===== config.mk =====
export PLATFORM = sky130hd
export DESIGN_NAME = next_pc_select
export DESIGN_NICKNAME = d
export VERILOG_FILES = /design/src/verilog/bpred_pkg.sv /design/src/verilog/next_pc_select.sv
export VERILOG_INCLUDE_DIRS = /design/src /design/src/verilog
export SDC_FILE = /design/constraint.sdc
export NUM_CORES = 1
export LEC_CHECK = 0
export BUFFER_PORTS_ARGS = -buffer_cell sky130_fd_sc_hd__buf_2
export CAP_MARGIN = 20
export CORE_MARGIN = 2
export CORE_UTILIZATION = 35
export CTS_CLUSTER_DIAMETER = 40
export DETAILED_ROUTE_END_ITERATION = 8
export GPL_TIMING_DRIVEN = 0
export PLACE_DENSITY = 0.75
export SYNTH_ARGS = -nofsm -noshare
export SYNTH_HDL_FRONTEND = slang
export SYNTH_SLANG_ARGS = --single-unit

===== constraint.sdc =====
create_clock -name clk -period 1.82 [get_ports clk]
set_clock_uncertainty 0.05 [all_clocks]
set_input_delay 0.182 -clock clk [delete_from_list [all_inputs] [get_ports clk]]
set_output_delay 0.182 -clock clk [all_outputs]
set_load 0.05 [all_outputs]

===== src/verilog/bpred_params.svh =====
`ifndef BPRED_PARAMS_SVH
`define BPRED_PARAMS_SVH

// ============================================================
// datapath widths
// ============================================================
`define BPRED_ADDR_W		32
`define BPRED_INSN_W		32
// word index into the insn memory, taken from pc[9:2]
`define BPRED_IMEM_AW		8

// ============================================================
// perceptron geometry
// ============================================================
// history bits, one weight per bit
`define BPRED_GHR_LEN		8
// table index, taken from pc[7:2]
`define BPRED_TBL_AW		6
`define BPRED_WEIGHT_W		8
// symmetric saturation, -128 never reached
`define BPRED_WEIGHT_MAX	127
`define BPRED_WEIGHT_MIN	(-127)

// return stack depth
`define BPRED_RAS_DEPTH		8

// predecode fields of an instruction word
`define BPRED_F_SRC			31:30
`define BPRED_F_UNCOND		29
`define BPRED_F_CALL		27
`define BPRED_F_IMM26		25:0
`define BPRED_F_IMM16		15:0
`define BPRED_F_IMM16_SIGN	15

`endif

===== src/verilog/bpred_pkg.sv =====
`include "bpred_params.svh"

package bpred_pkg;

	// program counter and raw instruction word
	typedef logic [`BPRED_ADDR_W-1:0]	addr_t;
	typedef logic [`BPRED_INSN_W-1:0]	insn_t;

	// word address into the insn memory
	typedef logic [`BPRED_IMEM_AW-1:0]	imem_addr_t;

	// perceptron table index and global history
	typedef logic [`BPRED_TBL_AW-1:0]	tbl_idx_t;
	// bit 0 holds the newest outcome
	typedef logic [`BPRED_GHR_LEN-1:0]	ghr_t;

	// one weight, two's complement
	typedef logic signed [`BPRED_WEIGHT_W-1:0]	weight_t;
	// dot product, 8 x 127 fits with headroom
	typedef logic signed [11:0]	psum_t;

	// stack pointer, wraps over the depth
	typedef logic [$clog2(`BPRED_RAS_DEPTH)-1:0]	ras_ptr_t;

	// predecoded target source, insn bits 31:30
	typedef enum logic [1:0] {
		src_seq		= 2'b00,
		src_ras		= 2'b01,
		src_imm16	= 2'b10,
		src_imm26	= 2'b11
	} tgt_src_t;

endpackage


===== src/verilog/next_pc_select.sv =====
`timescale 1ns/100ps
`include "bpred_params.svh"

module next_pc_select (
	input	logic				clk,
	input	logic				reset,
	input	bpred_pkg::insn_t	fetch_insn,
	input	logic				perc_taken,
	input	bpred_pkg::addr_t	ras_top,
	input	bpred_pkg::addr_t	tgt_imm16,
	input	bpred_pkg::addr_t	tgt_imm26,
	input	logic				redirect,
	input	bpred_pkg::addr_t	redirect_pc,
	output	bpred_pkg::addr_t	next_pc,
	output	bpred_pkg::addr_t	fetch_pc,
	output	logic				fetch_taken,
	output	logic				ras_push,
	output	logic				ras_pop
);
	import bpred_pkg::*;

	addr_t		pc4;
	tgt_src_t	pd_src;
	tgt_src_t	src;
	logic		uncond;
	logic		call;
	logic		taken;

	assign pc4 = fetch_pc + addr_t'(4);

	// predecode bits of the word at fetch_pc
	assign pd_src = tgt_src_t'(fetch_insn[`BPRED_F_SRC]);
	assign uncond = fetch_insn[`BPRED_F_UNCOND];
	assign call = fetch_insn[`BPRED_F_CALL];

	// ============================================================
	// direction and source
	// ============================================================
	assign taken = uncond | perc_taken;
	// not taken always falls through
	assign src = taken ? pd_src : src_seq;
	// redirect does not mask the reported prediction
	assign fetch_taken = taken;

	// stack only moves on a path that is really followed
	assign ras_push = call & ~redirect;
	assign ras_pop = (src == src_ras) & ~redirect;

	// redirect beats every prediction
	// reset parks the fetch at address 0
	always_comb begin
		if (reset) begin
			next_pc = '0;
		end else if (redirect) begin
			next_pc = redirect_pc;
		end else begin
			case (src)
				src_seq:	next_pc = pc4;
				src_ras:	next_pc = ras_top;
				src_imm16:	next_pc = tgt_imm16;
				src_imm26:	next_pc = tgt_imm26;
				default:	next_pc = pc4;
			endcase
		end
	end

	// one fetch every cycle with no back-pressure
	always_ff @(posedge clk) begin
		fetch_pc <= next_pc;
	end

	// a return needs an address that some call has pushed
	a_pop_has_target: assert property (@(posedge clk) disable iff (reset)
		ras_pop |-> !$isunknown(ras_top));

endmodule


==> impl_metrics.json <==
{
  "core_um2": 7250,
  "slew_violations": 0,
  "via_count": 3991,
  "setup_slack_ps": -660,
  "die_area_um2": 8220,
  "ys_warn_count": 0,
  "final_util_pct": 72.7,
  "async_flop_share_pct": 0,
  "clock_latency_ps": 300,
  "finalSetupTns_ps": -13130,
  "grt_pass1_vias": 3977,
  "cp-end-kind": "output port",
  "detail-route-antenna-nets": 0,
  "hpwl_mm": 10.3,
  "ys_ff_latch": 32,
  "area.growth.synth_to_final_pct": 101,
  "hold_buffers": 0,
  "ir_drop_mv": 0.362,
  "die_x_um": 90.7,
  "hold_viol_final": 0,
  "fmax_mhz": 403,
  "clock-sinks": 32,
  "p_leak_nw": 2.34,
  "syn-cell-area_um2": 2630,
  "cts_made_buffers": 5,
  "cts_max_level": 2,
  "syn_inst": 345,
  "largest_reg_flops": 32,
  "synth_common_cells": "48 x a21oi_1, 34 x nor2_1, 32 x dfxtp_1",
  "synthTopCellsByArea": "dfxtp_1 24%, a21oi_1 9.1%, mux2i_1 6.5%, nor2_1 4.9%, xor2_1 4.0%",
  "timing_worst_slew_pin_value_ps": 668,
  "startpoint": "fetch_pc[6]$_DFF_P_",
  "placementRows": 31,
  "status": "finished with violations",
  "wire_per_inst_um": 20.7,
  "grt.total_usage_pct": 33.0,
  "grt_pass1_wl_mm": 21.1,
  "nets": 755,
  "synth_nets": 510,
  "power_density_nw_per_um2": 587,
  "synth_flop_cell": "dfxtp_1",
  "num_io_pins": 231,
  "port_buffers": 200,
  "place_congestion": 0.955,
  "netlist.area_leader.share_pct": 24.4,
  "fp.dieH_um": 90.7,
  "slew_headroom_pct": 55.5,
  "ys_types": 51,
  "antenna_cells": 0,
  "crit_required_ps": 1590,
  "syn_area_per_cell_um2": 7.62,
  "top_regs": "fetch_pc: 32 flops",
  "hold_start": "redirect_pc[30]",
  "clk_path_buf_depth": 2,
  "regMostFlops": "fetch_pc",
  "violations": "negative setup slack",
  "overflow": 0,
  "r2r_start": "fetch_pc[6]$_DFF_P_",
  "fillers": 547,
  "yosysMostFrequentCell": "a21oi_1",
  "dr.pass1.iters": 5,
  "clk_pin_slew_ps": 80,
  "drc": 0,
  "ctsRootBufferMaster": "clkbuf_8",
  "setup_viol": 33,
  "worstSetupPathType": "flip-flop to output port",
  "drive_gt1_share_pct": 66.7,
  "total_power_mw": 3.10,
  "drt-initial-drc-count": 289,
  "wl_mm": 14.3,
  "grt_setup_unrepaired": "true",
  "setup.worst_path.start_class": "flip-flop",
  "period_needed_ps": 2480,
  "crit_arrival_ps": 2250,
  "tritoncts": "built",
  "start_util_pct": 36.2,
  "max_cap_violations": 0,
  "antenna_found_initial": 0,
  "synth_edf_count": 0,
  "grt_max_degree": 11,
  "routed_via_density": 5.78,
  "yosysTopAreaCell": "dfxtp_1",
  "seq_area_frac_synth_pct": 24.4,
  "fin_crit_sh_pct": 136,
  "hold_ws_ps": 77.4,
  "crit_path_max_fanout": 3,
  "worstHoldPathType": "primary input to flip-flop"
}
==> per-layer routing <==
metal	vias up	share of wire [%]	track usage (%)	wire, µm
met4	0	3.4	11.0	480
met2	295	49	58.4	7000
met1	1856	39	40.8	5520
li1	1788	-	-	-
met3	52	8.8	4.92	1250
met5	-	0	0	0
==> kinds of logic after synthesis <==
family,after synthesis,synth area share (%)
DFF,32,24.4
AOI/OAI and AO/OA,119,29.9
xor gates and xnor gates,23,7.66
muxes,24,9.47
buffers and inverters,33,5.05
and+or+nand+nor,113,23.0
adders and majority gates,1,0.476
==> cell type report <==
| type | instances | area, µm² | area share [%] |
|---|---|---|---|
| clock inverter | 2 | 35.0 | 0.664 |
| timing repair buffer | 238 | 1520 | 28.9 |
| tap | 99 | 124 | 2.35 |
| inverter | 13 | 55.1 | 1.04 |
| sequential | 32 | 709 | 13.4 |
| multi-input combinational | 280 | 2610 | 49.5 |
| clock buffer | 6 | 72.6 | 1.38 |
| buffer | 20 | 144 | 2.73 |
==> per-stage QoR <==
stage               cells  setup slack (ps)  cell area, µm²
floorplan             345              -476            3170
global placement      644              -742            4300
detailed placement    645              -602            4300
CTS                   683              -572            5020
global route          690              -677            5280
finish                690              -660            5280
==> timing repair <==
action                     CTS  global route
resized for setup          106            49
setup endpoints to repair   43            39
pin swaps                   29            19
buffers inserted            30             8
==> critical path, cell delays in order (launching register included) <==
cell,delay (ps)
dfxtp_4,360
nand4_1,220
buf_4,230
nor4_4,330
nand3_2,170
xnor2_2,170
o31a_2,310
buf_6,160
==> final timing paths <==
kind,depth (start not counted),to,slack (ps)
setup / recovery,7,next_pc[20],-660
hold / removal,3,fetch_pc[30]$_DFF_P_,80
setup reg to reg,6,fetch_pc[20]$_DFF_P_,-140
hold reg to reg,2,fetch_pc[14]$_DFF_P_,550
==> layout by cell type, fill, tap and decap left out, drive strengths merged, types with 2 or more instances in the layout <==
master and count:
a2111oi 4, a211oi 4, a21o 2, a21oi 48
a221o 4, a221oi 7, a22o 2, a22oi 2
a31o 2, and2 5, and3 8, and4 5
buf 246, clkbuf 18, clkinv 4, dfxtp 32
inv 10, mux2 7, mux2i 17, nand2 25
nand3 9, nand4 9, nand4b 2, nor2 35
nor2b 4, nor3 6, nor4 3, o211ai 2
o21ai 19, o221ai 9, o22ai 5, o31a 2
xnor2 11, xor2 12
==> report_power, final <==
part | switching (mW) | total, mW | internal [mW]
Sequential | 0.0898 | 0.854 | 0.764
Combinational | 0.970 | 1.52 | 0.554
Clock | 0.312 | 0.719 | 0.407
No activity file was read; power rests on OpenSTA's default activity.
