<file path="config.mk">
export PLATFORM = sky130hd
export DESIGN_NAME = branch_target
export DESIGN_NICKNAME = d
export VERILOG_FILES = /design/src/verilog/bpred_pkg.sv /design/src/verilog/branch_target.sv
export VERILOG_INCLUDE_DIRS = /design/src /design/src/verilog
export SDC_FILE = /design/constraint.sdc
export NUM_CORES = 1
export LEC_CHECK = 0
export ABC_AREA = 1
export ABC_CLOCK_PERIOD_IN_PS = 10000
export BUFFER_PORTS_ARGS = -buffer_cell sky130_fd_sc_hd__buf_2
export CAP_MARGIN = 20
export CORE_UTILIZATION = 58
export DETAILED_ROUTE_END_ITERATION = 16
export PLACE_DENSITY = 0.83
export SYNTH_ARGS = -nofsm -noshare
export SYNTH_HDL_FRONTEND = slang
export SYNTH_SLANG_ARGS = --single-unit
</file>
<file path="constraint.sdc">
create_clock -name clk -period 10 [get_ports clk]
set_input_delay 0.5 -clock clk [delete_from_list [all_inputs] [get_ports clk]]
set_output_delay 0.5 -clock clk [all_outputs]
set_load 0.01 [all_outputs]
</file>
<file path="src/verilog/bpred_params.svh">
`ifndef BPRED_PARAMS_SVH
`define BPRED_PARAMS_SVH

// ============================================================
// datapath widths
// ============================================================
`define BPRED_ADDR_W		32
`define BPRED_INSN_W		32
// word index into the insn memory, taken from pc[9:2]
`define BPRED_IMEM_AW		8

// ============================================================
// perceptron geometry
// ============================================================
// history bits, one weight per bit
`define BPRED_GHR_LEN		8
// table index, taken from pc[7:2]
`define BPRED_TBL_AW		6
`define BPRED_WEIGHT_W		8
// symmetric saturation, -128 never reached
`define BPRED_WEIGHT_MAX	127
`define BPRED_WEIGHT_MIN	(-127)

// return stack depth
`define BPRED_RAS_DEPTH		8

// predecode fields of an instruction word
`define BPRED_F_SRC			31:30
`define BPRED_F_UNCOND		29
`define BPRED_F_CALL		27
`define BPRED_F_IMM26		25:0
`define BPRED_F_IMM16		15:0
`define BPRED_F_IMM16_SIGN	15

`endif
</file>
<file path="src/verilog/bpred_pkg.sv">
`include "bpred_params.svh"

package bpred_pkg;

	// program counter and raw instruction word
	typedef logic [`BPRED_ADDR_W-1:0]	addr_t;
	typedef logic [`BPRED_INSN_W-1:0]	insn_t;

	// word address into the insn memory
	typedef logic [`BPRED_IMEM_AW-1:0]	imem_addr_t;

	// perceptron table index and global history
	typedef logic [`BPRED_TBL_AW-1:0]	tbl_idx_t;
	// bit 0 holds the newest outcome
	typedef logic [`BPRED_GHR_LEN-1:0]	ghr_t;

	// one weight, two's complement
	typedef logic signed [`BPRED_WEIGHT_W-1:0]	weight_t;
	// dot product, 8 x 127 fits with headroom
	typedef logic signed [11:0]	psum_t;

	// stack pointer, wraps over the depth
	typedef logic [$clog2(`BPRED_RAS_DEPTH)-1:0]	ras_ptr_t;

	// predecoded target source, insn bits 31:30
	typedef enum logic [1:0] {
		src_seq		= 2'b00,
		src_ras		= 2'b01,
		src_imm16	= 2'b10,
		src_imm26	= 2'b11
	} tgt_src_t;

endpackage

</file>
<file path="src/verilog/branch_target.sv">
`timescale 1ns/100ps
`include "bpred_params.svh"

module branch_target (
	input	logic				clk,
	input	logic				reset,
	input	bpred_pkg::addr_t	fetch_pc,
	input	bpred_pkg::insn_t	fetch_insn,
	input	logic				ras_push,
	input	logic				ras_pop,
	output	bpred_pkg::addr_t	ras_top,
	output	bpred_pkg::addr_t	tgt_imm16,
	output	bpred_pkg::addr_t	tgt_imm26
);
	import bpred_pkg::*;

	// return addresses, pointer marks the next free slot
	addr_t		stack [0:`BPRED_RAS_DEPTH-1];
	ras_ptr_t	ptr;
	ras_ptr_t	ptr_below;
	addr_t		pc4;
	addr_t		imm16_sext;
	addr_t		imm16_sum;

	assign pc4 = fetch_pc + addr_t'(4);

	// ============================================================
	// return address stack
	// ============================================================
	// entry under the pointer, wraps at zero
	assign ptr_below = ras_ptr_t'(ptr - 1'b1);
	assign ras_top = stack[ptr_below];

	// push and pop together replace the top in place
	always_ff @(posedge clk) begin
		if (ras_push && ras_pop) begin
			stack[ptr_below] <= pc4;
		end else if (ras_push) begin
			stack[ptr] <= pc4;
		end
	end

	// pointer wraps, oldest entries get overwritten
	always_ff @(posedge clk) begin
		if (reset) begin
			ptr <= '0;
		end else if (ras_push && !ras_pop) begin
			ptr <= ras_ptr_t'(ptr + 1'b1);
		end else if (ras_pop && !ras_push) begin
			ptr <= ptr_below;
		end
	end

	// ============================================================
	// immediate targets
	// ============================================================
	// pc-relative, offset from pc+4
	assign imm16_sext = {{(`BPRED_ADDR_W-16){fetch_insn[`BPRED_F_IMM16_SIGN]}},
		fetch_insn[`BPRED_F_IMM16]};
	assign imm16_sum = pc4 + imm16_sext;
	// low bits dropped, targets stay word aligned
	assign tgt_imm16 = {imm16_sum[`BPRED_ADDR_W-1:2], 2'b00};

	// region-absolute, keeps the 256MB region of fetch_pc
	assign tgt_imm26 = {fetch_pc[`BPRED_ADDR_W-1:`BPRED_ADDR_W-4],
		fetch_insn[`BPRED_F_IMM26], 2'b00};

endmodule

</file>
==> results.toml, run 1 <==
[place]
dp_slack_ns = 6.00
gp_congestion = 0.933
hpwlAfterDp_mm = 20.4
numPortBuffers = 133

[clock_network]
clk_pin_slew_worst_paths_ns = 0.06
cts_tree = "yes"
cts.path.max_buffers = 3
cts.root.buffer_cell = "clkbuf_16"
numCtsBuffers = 24
clkLatencyLatePin_ns = 0.51
cts_sinks = 259
cts_resized = 0
cts_setup_buffers = 0
holdBufCountCts = 0
h-tree-depth = 1

[worst_setup_path]
worstPathMaxFanout = 58
critPathRequiredTime_ns = 9.50
startpoint_type = "flip-flop"
cp.buffers_inverters = 4
cp-end-kind = "primary output"
slowest_stage = "dfxtp_4"
path_class = "reg2out"
max_stage_delay_ns = 0.72
path_cells = "clkinv_2, ha_2, inv_2, buf_4, o21ai_0, o22ai_1, nor2_1, a31oi_1, buf_2"
cp_top_family = "buffers and inverters"
arrival_ns = 3.78

[drt]
first_iter_violations = 993
drc = 0
drt-total-wl_mm = 31.9
wl_per_cell_um = 17.7
first_pass_iters = 6
detail-route-antenna-nets = 0
num_vias = 10240
vias_per_cell = 5.67

[timing]
timing.setup.tns_ns = 0
rsz0062_at_grt = "false"
post-route-period-util = 0.428
fmax_ghz = 0.233
hold_slack_ns = 0.190
tightest_slew_ns = 0.901
max_slew_margin = 0.397
slew_violations = 0
post-route-min-period_ns = 4.28
hold_viol = 0
finalWorstSetupSlack_ns = 5.72
setup_viol = 0
finClkSkew_ns = 0.0102

[logic_synthesis]
yosys.area_share.simple = 0.187
synth.mux.area_fraction = 0
ys_top_cells_by_count = "nor2_1 (289), edfxtp_1 (256), nand2_1 (245)"
synth_cells = 1409
avgSynthCellArea_sq_um = 9.51
async_flop_share = 0
netlist_area_sq_um = 13400
yosysWarnings = 0
ys_types = 37
synthAdderAreaFrac = 0.0374
synthFlopType = "edfxtp_1"
synth_seq_area_share = 0.578
synth_xor_area_frac = 0.0268
yosysMostFrequentCell = "nor2_1"
synthTopCellsByArea = "edfxtp_1 (57%), nor2_1 (8.1%), nand2_1 (6.9%)"
synth-compound-area-share = 0.0998
yosysTopAreaCellShare = 0.574
synth-seq-cells = 259
synth_area_leader_cell = "edfxtp_1"
synth_top_family_by_area = "simple AND/OR/NAND/NOR gates"
synth_edf_count = 256

[power_and_ir_drop]
seq_power_share = 0.441
p_clk_frac = 0.307
combinationalPowerShare = 0.253
intPower_w = 0.00208
total_power_w = 0.00299
vdd_drop_max_mv = 0.142
power.density_nw_per_um2 = 199
p_switching_w = 0.000908
p_leak_nw = 6.12
swShare = 0.303

[grt]
grt_max_degree = 132
overflow = 0
grt_pass1_vias = 9555
antenna_found_initial = 4
grt_pass1_wl_mm = 48.9
grt_use_total = 0.267

[layout]
num-nets-final = 1612
drive_gt1_frac = 0.141
fillers = 1662
area.growth.synth_to_final_pct = 12.3
seqCellArea_sq_um = 7750
multi_input_area_sq_um = 4780

[outcome]
status = "complete, no violations"

[die]
die_width_um = 154
die_y_um = 154
initial_core_util = 0.592
fp.dieArea_sq_um = 23700
coreArea_sq_um = 22600
io_pins = 164
row_count = 55

[worst_hold_path]
hold_class = "in2reg"

[flow_run]
maxCapViolations = 0
-- sequential cells by signal (all words and copies together), names as in the netlist --
name   count
ptr        3
stack    256
-- cells in the final DEF, fill, tap and decap left out, drive strengths merged, types with 3 or more instances in the layout --
master and n:
conb 4, clkbuf 27, nor2 299, ha 40
nand2 249, o21bai 6, a21oi 36, edfxtp 256
xor2 28, xnor2 13, dfxtp 3, bufinv 4
nand4 15, nand3 33, o22ai 33, inv 127
buf 147, clkinv 10, nor3 14, o21ai 136
a31oi 32
-- final timing paths --
kind | start | to | slack, ns | cells after the start
worst max-delay path | ptr[0]$_SDFFE_PP0P_ | ras_top[17] | 5.72 | 9
worst min-delay path | reset | ptr[2]$_SDFFE_PP0P_ | 0.19 | 2
worst max register to register | ptr[0]$_SDFFE_PP0P_ | stack[0][10]$_DFFE_PP_ | 6.59 | 7
worst min register to register | ptr[2]$_SDFFE_PP0P_ | ptr[2]$_SDFFE_PP0P_ | 0.54 | 2
-- layout make-up --
type,instances,area share
antenna,2,0.000333
clock buffer,27,0.0407
clock inverter,15,0.0125
inverter,126,0.0315
multi-input combinational,946,0.318
sequential,259,0.515
tap,285,0.0237
timing repair buffer,147,0.0579
-- cells by family after synthesis --
kind of cell,count (synthesis)
flip-flops,259
other,1
AND/OR/NAND/NOR,615
XOR/XNOR,41
AO/OA/AOI/OAI,246
buffers and inverters,207
adder cells (fa/ha/maj),40
-- power by group through the flow --
stage	combinational, W	sequential (W)	clock [W]
after CTS	0.000740	0.00132	0.000924
after floorplan	0.000487	0.00133	0
after global placement	0.000719	0.00134	0
after detailed placement	0.000735	0.00134	0
final	0.000756	0.00132	0.000918
after global routing	0.000838	0.00132	0.000965
-- routing by layer --
metal	global-route usage	wire, um	up-vias
met1	0.357	13200	4791
met3	0.0414	2800	50
met5	0	13	-
met4	0.0843	660	2
met2	0.451	15200	458
li1	-	-	4939
-- through the flow --
stage | instance area (sq um) | util | std cells
floorplan | 13400 | - | 1412
global placement | 14100 | 0.623 | 1758
detailed placement | 14100 | 0.624 | 1759
CTS | 14900 | 0.659 | 1801
global route | 15000 | 0.664 | 1806
finish | 15000 | 0.664 | 1807
(Power assumes the default switching activity.)
==> run 2: changes to the inputs <==
ABC_CLOCK_PERIOD_IN_PS = 3900   (was 10000)
CORE_UTILIZATION = 53   (was 58)
PLACE_DENSITY = 0.8   (was 0.83)
clock period = 3.9 ns   (was 10 ns; I/O delays follow)
==> run 2 against run 1 <==
Clock power grew to 2.5 times the previous value. Largest power group unchanged. Via count grew 0.54%. Total power grew to 2.6 times the previous value. Worst hold slack lost 0.16 ns. Clock-buffer cell count grew 1. Die area grew 9.3%. Wire length grew 2.0%. Critical path type unchanged. Sequential power grew to 2.5 times the previous value.
==> results.toml, run 2 (same netlist as run 1, synthesis figures left out) <==
[worst_setup_path]
arrival_ns = 3.39
timing.rr.end = "stack[4][20]$_DFFE_PP_"
path_class = "reg2out"
reg2reg_from = "ptr[0]$_SDFFE_PP0P_"
startpoint_type = "flip-flop"
cp_top_family = "buffers and inverters"
worstPathMaxFanout = 41
critPathRequiredTime_ns = 3.70
r2r_cells = 7
path_cells = "clkinv_2, ha_2, buf_4, o21ai_0, o22ai_1, nor2_1, a31oi_1, buf_2"
reg2reg_slack_ns = 0.87
cp.buffers_inverters = 3
cp-end-kind = "primary output"
max_stage_delay_ns = 0.72
slowest_stage = "ha_2"

[outcome]
status = "complete, no violations"

[grt]
grt_use_total = 0.254
overflow = 0
grt_pass1_wl_mm = 51.3
grt_pass1_vias = 9906
antenna_found_initial = 7
grt_max_degree = 93

[layout]
area.growth.synth_to_final_pct = 13.3
most-common-layout-cells = "nor2_1 (281), edfxtp_1 (256), nand2_1 (245)"
fillers = 1981
largest_reg_flops = 256
top_register = "stack"
reg_top3 = "stack x256, ptr x3"
layoutNonFillerInstCount = 1859
drive_gt1_frac = 0.148
num-nets-final = 1622
final_common_cell = "nor2_1"

[timing]
timing.setup.tns_ns = 0
finalWorstSetupSlack_ns = 0.316
post-route-min-period_ns = 3.58
max_slew_margin = 0.389
finClkSkew_ns = 0.00602
hold_viol = 0
rsz0062_at_grt = "false"
setup_viol = 0
tightest_slew_ns = 0.917
fmax_ghz = 0.279
post-route-period-util = 0.919
slew_violations = 0

[clock_network]
clk_pin_slew_worst_paths_ns = 0.06
h-tree-depth = 1
cts_tree = "yes"
cts.root.buffer_cell = "clkbuf_16"
numCtsBuffers = 24
cts_sinks = 259
clkLatencyLatePin_ns = 0.51
cts.path.max_buffers = 3

[place]
placed_cells = 1810
gp_congestion = 0.945
numPortBuffers = 133
dp_slack_ns = 0.553
hpwlAfterDp_mm = 21.5

[drt]
drc = 0
num_vias = 10295
first_iter_violations = 934
first_pass_iters = 5
wl_per_cell_um = 17.5
drt-total-wl_mm = 32.6
detail-route-antenna-nets = 0
vias_per_cell = 5.54

[worst_hold_path]
hold_class = "in2reg"
whs_path_depth = 1
hold_path_end = "stack[6][1]$_DFFE_PP_"
hp-start = "fetch_pc[1]"

[die]
row_count = 57
die_width_um = 161
io_pins = 164
coreArea_sq_um = 24500
die_y_um = 161
fp.dieArea_sq_um = 25900
initial_core_util = 0.546

[flow_run]
maxCapViolations = 0

[power_and_ir_drop]
power.density_nw_per_um2 = 506
total_power_w = 0.00767
p_leak_nw = 6.16
vdd_drop_max_mv = 0.338
[run 2: cell count changes in the layout (fill, tap and decap cells not counted), moves of 2 or more]
cell,before,now
buf_12,0,8
buf_16,5,0
buf_4,9,14
clkinv_1,5,3
clkinv_2,4,9
dlygate4sd3_1,0,2
inv_6,2,0
[run 2: timing repair]
action	4_1_cts	5_1_grt
hold buffers	2	0
gates resized for setup	0	0
hold endpoints to repair	11	0
buffers inserted	0	0
[run 2: layout make-up]
class | instances | area, sq um | area share
antenna | 3 | 7.51 | 0.000495
sequential | 259 | 7750 | 0.511
clock inverter | 16 | 158 | 0.0104
clock buffer | 28 | 637 | 0.0420
timing repair buffer | 157 | 951 | 0.0627
tap | 324 | 405 | 0.0267
multi-input combinational | 946 | 4780 | 0.315
inverter | 126 | 474 | 0.0313
[run 2: worst max path at each step]
stage	from	to	slack, ns	cells past startpoint
final	ptr[0]$_SDFFE_PP0P_	ras_top[15]	0.32	8
after global routing	ptr[0]$_SDFFE_PP0P_	ras_top[27]	0.12	8
after CTS	ptr[0]$_SDFFE_PP0P_	ras_top[15]	0.32	8
after detailed placement	fetch_pc[9]	tgt_imm16[24]	0.55	17
after global placement	fetch_pc[8]	tgt_imm16[24]	0.65	17
after floorplan	ptr[0]$_SDFFE_PP0P_	stack[0][0]$_DFFE_PP_	0.51	9
[run 2: power breakdown]
group / internal [W] / switching (W) / total [W]
logic: 0.000643 / 0.00134 / 0.00199
clock network: 0.00137 / 0.000958 / 0.00233
registers: 0.00331 / 0.0000459 / 0.00336
[run 2: worst reg2reg max path, cell delays in order (launching register included)]
cell	delay (ns)
dfxtp_4	0.35
clkinv_2	0.38
ha_2	0.73
nor2_1	0.09
a21oi_1	0.24
nand2_1	0.19
nor2_4	0.48
buf_12	0.27
[run 2: metal layers]
layer | wire length [um] | up-vias | GRT usage
met5 | 51 | - | 0
met4 | 748 | 8 | 0.0755
met3 | 2890 | 69 | 0.0382
met2 | 15500 | 438 | 0.435
met1 | 13400 | 4813 | 0.335
li1 | - | 4967 | -
[run 2: through the flow]
step | hold slack [ns] | utilization | cell area [sq um]
after floorplan | 0.273 | - | 13400
after global placement | 0.390 | 0.585 | 14300
after detailed placement | 0.390 | 0.585 | 14300
after CTS | 0.0263 | 0.618 | 15200
after global routing | 0.0342 | 0.618 | 15200
final | 0.0296 | 0.618 | 15200
